===== src/source/dma_settings.svh =====
/*
 * DMA settings
 * Widths, data buffer depth and register word offsets
 */

`ifndef DMA_SETTINGS_SVH
`define DMA_SETTINGS_SVH

`define DMA_ADDR_W      32
`define DMA_DATA_W      32
`define DMA_LEN_W       16
`define DMA_ID_W        8

// Data buffer, pointer and count widths follow the depth
`define DMA_BUF_DEPTH   4
`define DMA_BUF_PTR_W   2
`define DMA_BUF_CNT_W   3

`define DMA_REG_ADDR_W  3
`define DMA_REG_SRC     3'd0
`define DMA_REG_DST     3'd1
`define DMA_REG_LEN     3'd2
`define DMA_REG_NEXT_ID 3'd3
`define DMA_REG_DONE_ID 3'd4
`define DMA_REG_STATUS  3'd5

`endif

===== src/source/dma_pkg.sv =====
/*
 * DMA package
 * Shared types for the register bus, jobs and memory channels
 */

`include "dma_settings.svh"

package dma_pkg;

  typedef logic [`DMA_ADDR_W-1:0]     addr_t;
  typedef logic [`DMA_DATA_W-1:0]     data_t;
  typedef logic [`DMA_LEN_W-1:0]      len_t;
  typedef logic [`DMA_ID_W-1:0]       job_id_t;
  typedef logic [`DMA_REG_ADDR_W-1:0] reg_addr_t;
  typedef logic [`DMA_BUF_PTR_W-1:0]  buf_ptr_t;
  typedef logic [`DMA_BUF_CNT_W-1:0]  buf_cnt_t;

  typedef struct packed {
    logic      valid;
    logic      write;
    reg_addr_t addr;
    data_t     wdata;
  } reg_req_t;

  typedef struct packed {
    logic  valid;
    data_t rdata;
  } reg_rsp_t;

  // Byte addresses, length in bytes
  typedef struct packed {
    addr_t src;
    addr_t dst;
    len_t  len;
  } dma_job_t;

  typedef struct packed {
    logic  valid;
    addr_t addr;
  } mem_rd_req_t;

  typedef struct packed {
    logic  valid;
    data_t data;
  } mem_rd_rsp_t;

  typedef struct packed {
    logic  valid;
    addr_t addr;
    data_t data;
  } mem_wr_req_t;

  typedef enum logic [1:0] {
    IDLE,
    COPY,
    DRAIN
  } backend_state_e;

endpackage : dma_pkg


===== src/source/dma_backend.sv =====
/*
 * DMA backend
 * Copies a job word by word with pipelined reads, buffered data
 * and independent writes, then signals completion
 */

`include "dma_settings.svh"

module dma_backend
  import dma_pkg::*;
(
  input  logic        clk_i,
  input  logic        rst_n_i,
  input  dma_job_t    job_i,
  input  logic        job_valid_i,
  output logic        job_ready_o,
  output logic        job_done_o,
  output logic        busy_o,
  output mem_rd_req_t mem_rd_req_o,
  input  logic        mem_rd_ready_i,
  input  mem_rd_rsp_t mem_rd_rsp_i,
  output mem_wr_req_t mem_wr_req_o,
  input  logic        mem_wr_ready_i
);

  backend_state_e state_q;
  addr_t          rd_addr_q;
  addr_t          wr_addr_q;
  len_t           rd_left_q;
  len_t           wr_left_q;
  len_t           job_words;
  buf_cnt_t       inflight_q;
  buf_cnt_t       buf_count;
  data_t          buf_data;
  logic           buf_empty;
  logic           job_done_q;
  logic           job_fire;
  logic           rd_credit;
  logic           rd_fire;
  logic           wr_fire;

  assign job_ready_o = (state_q == IDLE);
  assign job_fire    = job_valid_i && job_ready_o;
  assign job_words   = {2'b00, job_i.len[`DMA_LEN_W-1:2]};

  // Every read must find a free slot when its data comes back
  assign rd_credit = (buf_count + inflight_q) < `DMA_BUF_DEPTH;

  assign mem_rd_req_o.valid = (state_q == COPY) && rd_credit;
  assign mem_rd_req_o.addr  = rd_addr_q;
  assign rd_fire            = mem_rd_req_o.valid && mem_rd_ready_i;

  assign mem_wr_req_o.valid = (state_q != IDLE) && !buf_empty;
  assign mem_wr_req_o.addr  = wr_addr_q;
  assign mem_wr_req_o.data  = buf_data;
  assign wr_fire            = mem_wr_req_o.valid && mem_wr_ready_i;

  dma_data_buffer i_data_buffer (
    .clk_i,
    .rst_n_i,
    .push_i      ( mem_rd_rsp_i.valid ),
    .push_data_i ( mem_rd_rsp_i.data  ),
    .pop_i       ( wr_fire            ),
    .pop_data_o  ( buf_data           ),
    .count_o     ( buf_count          ),
    .empty_o     ( buf_empty          )
  );

  always_ff @(posedge clk_i) begin
    if (!rst_n_i) begin
      state_q    <= IDLE;
      inflight_q <= '0;
      job_done_q <= 1'b0;
    end else begin
      job_done_q <= 1'b0;
      case (state_q)
        IDLE: begin
          if (job_fire) begin
            state_q <= COPY;
          end
        end
        COPY: begin
          // Last read issued
          if (rd_fire && rd_left_q == len_t'(1)) begin
            state_q <= DRAIN;
          end
        end
        DRAIN: begin
          if (wr_fire && wr_left_q == len_t'(1)) begin
            state_q    <= IDLE;
            job_done_q <= 1'b1;
          end
        end
        default: state_q <= IDLE;
      endcase

      case ({rd_fire, mem_rd_rsp_i.valid})
        2'b10:   inflight_q <= inflight_q + 1'b1;
        2'b01:   inflight_q <= inflight_q - 1'b1;
        default: ;
      endcase
    end
  end

  // Address walkers and word counters, loaded per job
  always_ff @(posedge clk_i) begin
    if (job_fire) begin
      rd_addr_q <= job_i.src;
      wr_addr_q <= job_i.dst;
      rd_left_q <= job_words;
      wr_left_q <= job_words;
    end else begin
      if (rd_fire) begin
        rd_addr_q <= rd_addr_q + addr_t'(`DMA_DATA_W / 8);
        rd_left_q <= rd_left_q - 1'b1;
      end
      if (wr_fire) begin
        wr_addr_q <= wr_addr_q + addr_t'(`DMA_DATA_W / 8);
        wr_left_q <= wr_left_q - 1'b1;
      end
    end
  end

  assign job_done_o = job_done_q;
  // Held through the done pulse so the frontend sees completions in order
  assign busy_o     = (state_q != IDLE) || job_done_q;

  a_rsp_has_read: assert property (@(posedge clk_i) disable iff (!rst_n_i)
    mem_rd_rsp_i.valid |-> inflight_q != '0);

endmodule : dma_backend


===== src/source/dma_core_wrap.sv =====
/*
 * DMA core wrapper
 * Register frontend and copy backend behind one register port
 * and one memory master port
 */

module dma_core_wrap
  import dma_pkg::*;
(
  input  logic        clk_i,
  input  logic        rst_n_i,
  input  reg_req_t    reg_req_i,
  output reg_rsp_t    reg_rsp_o,
  output mem_rd_req_t mem_rd_req_o,
  input  logic        mem_rd_ready_i,
  input  mem_rd_rsp_t mem_rd_rsp_i,
  output mem_wr_req_t mem_wr_req_o,
  input  logic        mem_wr_ready_i
);

  dma_job_t job;
  logic     job_valid;
  logic     job_ready;
  logic     job_done;
  logic     backend_busy;

  dma_reg_frontend i_dma_frontend (
    .clk_i,
    .rst_n_i,
    .reg_req_i      ( reg_req_i    ),
    .reg_rsp_o      ( reg_rsp_o    ),
    // Job handshake to the backend
    .job_o          ( job          ),
    .job_valid_o    ( job_valid    ),
    .job_ready_i    ( job_ready    ),
    .job_done_i     ( job_done     ),
    .backend_busy_i ( backend_busy )
  );

  dma_backend i_dma_backend (
    .clk_i,
    .rst_n_i,
    .job_i          ( job            ),
    .job_valid_i    ( job_valid      ),
    .job_ready_o    ( job_ready      ),
    .job_done_o     ( job_done       ),
    .busy_o         ( backend_busy   ),
    .mem_rd_req_o   ( mem_rd_req_o   ),
    .mem_rd_ready_i ( mem_rd_ready_i ),
    .mem_rd_rsp_i   ( mem_rd_rsp_i   ),
    .mem_wr_req_o   ( mem_wr_req_o   ),
    .mem_wr_ready_i ( mem_wr_ready_i )
  );

endmodule : dma_core_wrap


===== src/source/dma_data_buffer.sv =====
/*
 * DMA data buffer
 * Small FIFO between the read and write sides of the backend
 */

`include "dma_settings.svh"

module dma_data_buffer
  import dma_pkg::*;
(
  input  logic     clk_i,
  input  logic     rst_n_i,
  input  logic     push_i,
  input  data_t    push_data_i,
  input  logic     pop_i,
  output data_t    pop_data_o,
  output buf_cnt_t count_o,
  output logic     empty_o
);

  data_t    mem_q [`DMA_BUF_DEPTH];
  buf_ptr_t wr_ptr_q;
  buf_ptr_t rd_ptr_q;
  buf_cnt_t count_q;

  function automatic buf_ptr_t ptr_inc(buf_ptr_t ptr);
    return (ptr == buf_ptr_t'(`DMA_BUF_DEPTH - 1)) ? '0 : ptr + 1'b1;
  endfunction

  always_ff @(posedge clk_i) begin
    if (push_i) begin
      mem_q[wr_ptr_q] <= push_data_i;
    end
  end

  always_ff @(posedge clk_i) begin
    if (!rst_n_i) begin
      wr_ptr_q <= '0;
      rd_ptr_q <= '0;
      count_q  <= '0;
    end else begin
      if (push_i) begin
        wr_ptr_q <= ptr_inc(wr_ptr_q);
      end
      if (pop_i) begin
        rd_ptr_q <= ptr_inc(rd_ptr_q);
      end
      case ({push_i, pop_i})
        2'b10:   count_q <= count_q + 1'b1;
        2'b01:   count_q <= count_q - 1'b1;
        default: ;
      endcase
    end
  end

  // Head of queue, read without latency
  assign pop_data_o = mem_q[rd_ptr_q];
  assign count_o    = count_q;
  assign empty_o    = (count_q == '0);

  a_no_overflow: assert property (@(posedge clk_i) disable iff (!rst_n_i)
    push_i |-> count_q < `DMA_BUF_DEPTH);

  a_no_underflow: assert property (@(posedge clk_i) disable iff (!rst_n_i)
    pop_i |-> !empty_o);

endmodule : dma_data_buffer


===== src/source/dma_reg_frontend.sv =====
/*
 * DMA register frontend
 * Holds source, destination and length, launches jobs on a NEXT_ID read
 * and tracks the id of the last completed job
 */

`include "dma_settings.svh"

module dma_reg_frontend
  import dma_pkg::*;
(
  input  logic     clk_i,
  input  logic     rst_n_i,
  input  reg_req_t reg_req_i,
  output reg_rsp_t reg_rsp_o,
  output dma_job_t job_o,
  output logic     job_valid_o,
  input  logic     job_ready_i,
  input  logic     job_done_i,
  input  logic     backend_busy_i
);

  addr_t   src_q;
  addr_t   dst_q;
  len_t    len_q;
  job_id_t next_id_q;
  job_id_t done_id_q;
  logic    job_valid_q;
  logic    zero_wait_q;
  logic    rsp_valid_q;
  data_t   rdata_q;
  data_t   rd_mux;
  logic    accept;
  logic    launch;
  logic    zero_done;
  logic    id_rsp;
  logic    busy;

  // One access at a time, nothing new while an id is outstanding
  assign accept    = reg_req_i.valid && !rsp_valid_q && !job_valid_q && !zero_wait_q;
  assign launch    = accept && !reg_req_i.write && (reg_req_i.addr == `DMA_REG_NEXT_ID);
  // Empty jobs finish once the backend has retired everything before them
  assign zero_done = zero_wait_q && !backend_busy_i;
  assign id_rsp    = (job_valid_q && job_ready_i) || zero_done;
  assign busy      = backend_busy_i || job_valid_q || zero_wait_q;

  always_comb begin
    case (reg_req_i.addr)
      `DMA_REG_SRC:     rd_mux = src_q;
      `DMA_REG_DST:     rd_mux = dst_q;
      `DMA_REG_LEN:     rd_mux = data_t'(len_q);
      `DMA_REG_NEXT_ID: rd_mux = data_t'(next_id_q);
      `DMA_REG_DONE_ID: rd_mux = data_t'(done_id_q);
      `DMA_REG_STATUS:  rd_mux = data_t'(busy);
      default:          rd_mux = '0;
    endcase
  end

  always_ff @(posedge clk_i) begin
    if (!rst_n_i) begin
      src_q       <= '0;
      dst_q       <= '0;
      len_q       <= '0;
      next_id_q   <= job_id_t'(1);
      done_id_q   <= '0;
      job_valid_q <= 1'b0;
      zero_wait_q <= 1'b0;
      rsp_valid_q <= 1'b0;
    end else begin
      rsp_valid_q <= (accept && !launch) || id_rsp;

      if (accept && reg_req_i.write) begin
        case (reg_req_i.addr)
          `DMA_REG_SRC: src_q <= reg_req_i.wdata;
          `DMA_REG_DST: dst_q <= reg_req_i.wdata;
          `DMA_REG_LEN: len_q <= reg_req_i.wdata[`DMA_LEN_W-1:0];
          default: ;
        endcase
      end

      if (launch) begin
        if (len_q == '0) begin
          zero_wait_q <= 1'b1;
        end else begin
          job_valid_q <= 1'b1;
        end
      end

      if (job_valid_q && job_ready_i) begin
        job_valid_q <= 1'b0;
      end

      if (id_rsp) begin
        next_id_q <= next_id_q + 1'b1;
      end

      if (zero_done) begin
        zero_wait_q <= 1'b0;
        done_id_q   <= next_id_q;
      end else if (job_done_i) begin
        done_id_q <= done_id_q + 1'b1;
      end
    end
  end

  // Launch captures the id that the delayed response returns
  always_ff @(posedge clk_i) begin
    if (accept) begin
      rdata_q <= rd_mux;
    end
  end

  assign reg_rsp_o.valid = rsp_valid_q;
  assign reg_rsp_o.rdata = rdata_q;

  assign job_o.src   = src_q;
  assign job_o.dst   = dst_q;
  assign job_o.len   = len_q;
  assign job_valid_o = job_valid_q;

  a_job_stable: assert property (@(posedge clk_i) disable iff (!rst_n_i)
    job_valid_o && !job_ready_i |=> job_valid_o && $stable(job_o));

endmodule : dma_reg_frontend


===== config.mk =====
export PLATFORM = sky130hd
export DESIGN_NAME = dma_core_wrap
export DESIGN_NICKNAME = d
export VERILOG_FILES = /design/src/source/dma_pkg.sv /design/src/source/dma_backend.sv /design/src/source/dma_core_wrap.sv /design/src/source/dma_data_buffer.sv /design/src/source/dma_reg_frontend.sv
export VERILOG_INCLUDE_DIRS = /design/src /design/src/source
export SDC_FILE = /design/constraint.sdc
export NUM_CORES = 1
export LEC_CHECK = 0
export ABC_AREA = 0
export BUFFER_PORTS_ARGS = -buffer_cell sky130_fd_sc_hd__buf_2
export CAP_MARGIN = 20
export CORE_MARGIN = 10
export CORE_UTILIZATION = 55
export DETAILED_ROUTE_END_ITERATION = 12
export PLACE_DENSITY = 0.86
export SYNTH_ARGS = -nofsm -noshare
export SYNTH_HDL_FRONTEND = slang
export SYNTH_SLANG_ARGS = --single-unit

===== constraint.sdc =====
create_clock -name clk_i -period 3.2 [get_ports clk_i]
set_input_delay 0.16 -clock clk_i [delete_from_list [all_inputs] [get_ports clk_i]]
set_output_delay 0.16 -clock clk_i [all_outputs]
set_load 0.02 [all_outputs]

==> impl_metrics.ini, run 1 <==
[clock_tree]
numCtsBuffers = 37
path_clk_slew_ns = 0.06
cts_resized = 0
root_buffer = clkbuf_16
clk_latency_ns = 0.53
clk_path_buf_depth = 3
cts_htree_levels = 2
cts.sinks = 370
cts_tree = done

[synth]
synth_area_leaders = edfxtp_1, dfxtp_1, nand2_1
synth_edf_count = 252
ys_types = 62
async_flop_share_pct = 0
synth_cells = 1375
synth_top_area_share_pct = 46.07
synth.largest_area_cell = edfxtp_1
synthFlopType = edfxtp_1
seq_area_frac_synth_pct = 60.45
yosys_warnings = 0
synth-seq-cells = 370
syn_avg_cell_area_um2 = 11.95
synth_area_mm2 = 0.01643
synth_nets = 1468

[critical_path]
critPathKind = reg2out
critPathBufInv = 2
crit_path_end_kind = output port
cp_cell_sequence = buf_12 -> mux4_2 -> buf_2
critical_path.top_delay_family = flip-flops
worstPathMaxFanout = 17
start_kind = register
arrival_ns = 2.26
worstPathRequired_ns = 3.04
worst_path_max_delay_cell = dfxtp_2
cpPeakStageDelay_ns = 0.74

[floorplanning]
dieArea_mm2 = 0.03718
die_h_um = 192.8
start_util_pct = 55.57
num_rows = 63
core-area_mm2 = 0.02956
dieWidth_um = 192.8
io_pins = 205

[placed_design]
dpl.hpwl_mm = 29.12
io_buffers = 204
gp_congestion = 0.9220

[detailed_routing]
drc_errors = 0
route.met2.wl_mm = 20.79
drt-met1-wl_mm = 17.21
postRouteAntennaNets = 0
vias = 12110
drtPass1Iterations = 5
dr_wl_met3_mm = 4.020
wl_per_cell_um = 20.90
wl_mm = 43.05
drt_iter0_markers = 1082
via_per_inst = 5.879
top_layer = met4

[run]
max_cap_viol_count = 0

[final_layout]
areaGrowthSynthToFinish_pct = 20.40
nets = 1734
drive_above_1_share_pct = 20.74
final_core_util_pct = 66.91
layout_commonest_cell = edfxtp_1
mostFrequentLayoutCells = edfxtp_1, nand2_1, buf_2, dfxtp_1, nor2_1

[global_routing]
grt_pass1_wl_mm = 66.85
grt_max_degree = 59
grt_use_total_pct = 22.67
grt_overflow = 0
antenna_found_initial = 1
grt_pass1_vias = 11984

[power]
p_per_area_mw_per_mm2 = 520.2
finalPower_mw = 10.29
p_leak_nw = 7.050
ir_drop_mv = 0.3427

[timing]
slew_headroom_pct = 39.70
hold_viol_final = 0
final.setup.tns_ns = 0
rsz0062_at_grt = no
fin_worst_skew_ns = 0.01833
maxSlewViolCount = 0
finalCriticalPeriod_ns = 2.421
timing.final.crit_share_pct = 75.66
fmax_mhz = 413.0
finalSetupViolCount = 0
tightest_slew_ns = 0.9045

[min_path]
hold_class = in2reg

[status]
status = finished, final reports clean
## kinds of logic (layout without fill, tap and decap cells)
family / after synthesis / count (layout) / share of synthesized area (%)
xor+xnor: 90 / 90 / 4.799
mux: 73 / 73 / 7.129
compound gates: 227 / 227 / 8.813
flops: 370 / 370 / 60.45
other cells: 0 / 2 / 0
simple gates: 499 / 499 / 14.74
buf+inv: 97 / 390 / 2.536
fa+ha+maj: 19 / 19 / 1.539
## layer usage
metal | global-route usage, % | vias up
met5 | 0 | -
met4 | 6.798 | 0
met3 | 4.879 | 83
met2 | 36.54 | 611
met1 | 30.21 | 5900
li1 | - | 5516
## cells in the mapped netlist, types with 2 or more instances
cell	n
a21boi_0	20
a21boi_1	55
a21o_1	2
a21oi_1	47
a22o_1	16
a31oi_1	5
a32oi_1	2
and2_1	16
and3_1	18
and4_1	2
buf_1	3
buf_2	15
buf_6	4
clkbuf_1	47
dfxtp_1	118
edfxtp_1	252
fa_1	2
ha_1	17
inv_1	26
mux2_2	2
mux2i_1	36
mux4_2	35
nand2_1	227
nand3_1	45
nand3b_1	3
nand4_1	21
nor2_1	72
nor2b_1	28
nor3_1	17
nor3b_1	5
nor4_1	15
nor4_2	8
nor4b_1	4
o21a_1	3
o21ai_0	56
o21ai_1	8
o22ai_1	5
or3_1	6
xnor2_1	49
xor2_1	41
## state kept, by name, summed over array words and instances (netlist names), named ones only
signal                                count
i_dma_backend.state_q                     2
i_dma_backend.i_data_buffer.mem_q       128
i_dma_backend.i_data_buffer.count_o       3
i_dma_backend.job_done_o                  1
i_dma_backend.i_data_buffer.wr_ptr_q      2
i_dma_frontend.src_q                     32
i_dma_backend.rd_addr_q                  32
i_dma_frontend.zero_wait_q                1
i_dma_frontend.done_id_q                  8
i_dma_frontend.rsp_valid_q                1
i_dma_frontend.next_id_q                  8
i_dma_frontend.len_q                     16
i_dma_backend.i_data_buffer.rd_ptr_q      2
i_dma_backend.rd_left_q                  16
i_dma_backend.wr_left_q                  16
i_dma_backend.wr_addr_q                  32
i_dma_frontend.rdata_q                   32
i_dma_frontend.job_valid_o                1
i_dma_backend.inflight_q                  3
i_dma_frontend.dst_q                     32
## timing repair
item | in CTS | in global routing
hold buffers | 65 | 0
endpoints found under the hold margin | 210 | 0
buffers inserted | 0 | 0
## path summary, 6_finish.rpt
kind	start	to	slack [ns]	cells past startpoint
max	register	mem_wr_req_o[13]	0.78	3
min	mem_wr_ready_i	i_dma_backend.state_q[1]	0.09	4
max reg2reg	i_dma_backend.i_data_buffer.count_o[2]	i_dma_backend.inflight_q[2]	0.83	9
min reg2reg	i_dma_frontend.dst_q[3]	i_dma_frontend.dst_q[3]	0.48	2
## worst register-to-register path, stage by stage, from the launching register on
cell	delay, ns
dfxtp_1	0.33
ha_1	0.20
nor4b_1	0.39
nand4_1	0.31
ha_1	0.30
inv_1	0.07
fa_1	0.17
xor2_1	0.08
or3_1	0.30
a21boi_0	0.16
## report_power, final
| group | switching [mW] | internal, mW | total, mW |
|---|---|---|---|
| sequential | 0.0604 | 5.21 | 5.27 |
| clock | 1.80 | 2.63 | 4.43 |
| combinational | 0.346 | 0.239 | 0.586 |
## cell type report
cell class	instances	area, um^2
Inverter	27	101.3
Antenna cell	2	5.005
Multi-Input combinational cell	908	6093
Clock buffer	43	948.4
Timing Repair Buffer	297	1919
Tap cell	390	488.0
Clock inverter	23	291.5
Sequential cell	370	9931
Fill cell	2033	9782
## per-stage QoR
step           setup slack, ns  instances  area [um^2]  hold WS (ns)
2_1_floorplan           0.5078       1375        16430        0.2589
6_report                0.7787       2060        19780       0.09003
3_5_place_dp            0.8666       1927        17880        0.3804
3_3_place_gp            0.9747       1927        17880        0.3708
5_1_grt                 0.6396       2058        19770       0.09847
4_1_cts                 0.6907       2058        19770       0.07545
Note: power is estimated with default switching activity, not from simulation.
==> inputs of run 2 (changes only) <==
--- a/config.mk
+++ b/config.mk
@@ -6,7 +6,7 @@
 export SDC_FILE = /design/constraint.sdc
 export NUM_CORES = 1
 export LEC_CHECK = 0
-export ABC_AREA = 0
+export ABC_AREA = 1
 export BUFFER_PORTS_ARGS = -buffer_cell sky130_fd_sc_hd__buf_2
 export CAP_MARGIN = 20
 export CORE_MARGIN = 10
==> constraint.sdc (replaced) <==
create_clock -name clk_i -period 2.5 [get_ports clk_i]
set_input_delay 0.125 -clock clk_i [delete_from_list [all_inputs] [get_ports clk_i]]
set_output_delay 0.125 -clock clk_i [all_outputs]
set_load 0.02 [all_outputs]
==> impl_metrics.ini, run 2 <==
[synth]
synth_area_mm2 = 0.01741
ys_types = 44
synth_area_leaders = edfxtp_1, dfxtp_1, nand2_1
syn_avg_cell_area_um2 = 9.204
synth_top_area_share_pct = 43.45
synth.largest_area_cell = edfxtp_1
synth_commonest_cells = nand2_1, edfxtp_1, nor2_1, inv_1, o21ai_0
seq_area_frac_synth_pct = 57.02
synth_cells = 1892
synthFlopType = edfxtp_1
yosys_warnings = 0
synth_edf_count = 252
synth-seq-cells = 370
synth_nets = 1985
yosysMostFrequentCell = nand2_1
async_flop_share_pct = 0

[clock_tree]
path_clk_slew_ns = 0.06
root_buffer = clkbuf_16
cts.sinks = 370
cts_htree_levels = 2
numCtsBuffers = 37
clk_latency_ns = 0.54
cts_tree = done
clk_path_buf_depth = 3
cts_setup_buffers = 0

[critical_path]
cpPeakStageDelay_ns = 0.73
critPathKind = reg2out
arrival_ns = 2.20
start_kind = register
worstPathRequired_ns = 2.38
r2r_cells = 11
worst_path_max_delay_cell = dfxtp_1
reg2reg_to = i_dma_backend.i_data_buffer.count_o[2]
reg2reg_from = i_dma_backend.i_data_buffer.count_o[0]
crit_path_end = mem_wr_req_o[9]
crit_path_end_kind = output port
rrSetupSlack_ns = 0.27
worstPathMaxFanout = 17
cp_cell_sequence = buf_4 -> o21ai_0 -> o22ai_1 -> buf_2

[final_layout]
drive_above_1_share_pct = 17.38
mostFrequentLayoutCells = nand2_1, edfxtp_1, nor2_1, buf_2, inv_1
nets = 2245
areaGrowthSynthToFinish_pct = 18.94
final_cells = 2584
largest_reg_flops = 128
final_core_util_pct = 65.98
top_register = i_dma_backend.i_data_buffer.mem_q
fill_cells = 2380
layout_commonest_cell = nand2_1

[detailed_routing]
wl_per_cell_um = 19.39
via_per_inst = 5.804
wl_mm = 50.11
drtPass1Iterations = 7
vias = 14998
postRouteAntennaNets = 0
drc_errors = 0
drt_iter0_markers = 1796

[timing]
slew_headroom_pct = 37.08
timing.final.crit_share_pct = 93.07
rsz0062_at_grt = no
fin_worst_skew_ns = 0.02061
maxSlewViolCount = 0
tightest_slew_ns = 0.9438
final.setup.tns_ns = 0
fmax_mhz = 429.8
layout_setup_ws_ns = 0.1734
finalCriticalPeriod_ns = 2.327
hold_viol_final = 0
finalSetupViolCount = 0

[global_routing]
grt_overflow = 0
grt_max_degree = 94
grt_pass1_wl_mm = 78.89
antenna_found_initial = 1
grt_use_total_pct = 25.11
grt_pass1_vias = 14397

[power]
ir_drop_mv = 0.5516
p_per_area_mw_per_mm2 = 638.4
p_leak_nw = 8.219

[floorplanning]
io_pins = 205
die_h_um = 197.9
dieArea_mm2 = 0.03918
num_rows = 65
dieWidth_um = 197.9
start_util_pct = 55.47
core-area_mm2 = 0.03139

[run]
max_cap_viol_count = 0

[status]
status = finished, final reports clean

[placed_design]
dpl.hpwl_mm = 34.00
dp_cells = 2450
io_buffers = 204
gp_congestion = 0.9649
place_ws_ns = 0.3504

[min_path]
hold_class = in2reg
hold_path_depth = 3
==> run 2: metal layers <==
| metal | track usage, % | vias up | share of wire (%) |
|---|---|---|---|
| met5 | 0 | - | 0 |
| li1 | - | 6913 | - |
| met4 | 6.948 | 0 | 2.4 |
| met2 | 40.72 | 935 | 47 |
| met1 | 33.93 | 7035 | 40 |
| met3 | 4.498 | 115 | 11 |
==> run 2: area by class of cell <==
| cell class | instances | area [um^2] | area share, % |
|---|---|---|---|
| sequential | 370 | 9931 | 47.95 |
| multi-input combinational | 1283 | 6437 | 31.08 |
| timing repair buffer | 292 | 1969 | 9.508 |
| clock buffer | 57 | 1114 | 5.376 |
| inverter | 168 | 634.4 | 3.063 |
| tap | 402 | 503.0 | 2.428 |
| clock inverter | 11 | 121.4 | 0.5860 |
| antenna | 1 | 2.502 | 0.01208 |
==> run 2: metrics by stage <==
stage          cell area, um^2  power, mW  hold slack [ns]
5_1_grt                  20710      13.60          0.04046
2_1_floorplan            17420      7.330           0.2239
3_5_place_dp             18820      7.656           0.3416
3_3_place_gp             18820      7.620           0.3350
4_1_cts                  20710      13.24          0.01234
6_report                 20710      13.22          0.01950
==> run 2: critical path: cells and delay by family, from the launching register on <==
kind            cells  cell delay [ns]
compound gates      2             0.41
buf+inv             2             0.53
flops               1             0.73
==> run 2: how the worst min path moves through the flow <==
stage | start | endpoint | slack, ns
after floorplan | mem_rd_rsp_i[0] | i_dma_backend.i_data_buffer.mem_q[0][0] | 0.22
after global placement | mem_rd_rsp_i[12] | i_dma_backend.i_data_buffer.mem_q[3][12] | 0.34
after detailed placement | mem_rd_rsp_i[5] | i_dma_backend.i_data_buffer.mem_q[3][5] | 0.34
after CTS | mem_rd_rsp_i[32] | i_dma_backend.i_data_buffer.wr_ptr_q[1] | 0.01
after global routing | mem_rd_rsp_i[32] | i_dma_backend.i_data_buffer.wr_ptr_q[1] | 0.04
final | mem_rd_rsp_i[32] | i_dma_backend.i_data_buffer.wr_ptr_q[1] | 0.02
==> run 2: timing repair <==
action | in CTS | in global routing
endpoints found under the hold margin | 210 | 0
hold buffers | 65 | 0
resized for setup | 0 | 1
endpoints found under the setup margin | 0 | 10
==> run 2: logic make-up after synthesis <==
group                      synth area share (%)
AOI/OAI and AO/OA                         14.02
buffers and inverters                     6.043
adders and majority gates                 1.451
xor gates and xnor gates                  1.911
and+or+nand+nor                           19.56
DFF                                       57.02
==> run 2: report_power, final <==
| group | internal [mW] | switching [mW] |
|---|---|---|
| sequential | 6.70 | 0.0960 |
| clock | 3.22 | 2.37 |
| combinational | 0.289 | 0.542 |
| total | 10.2 | 3.01 |
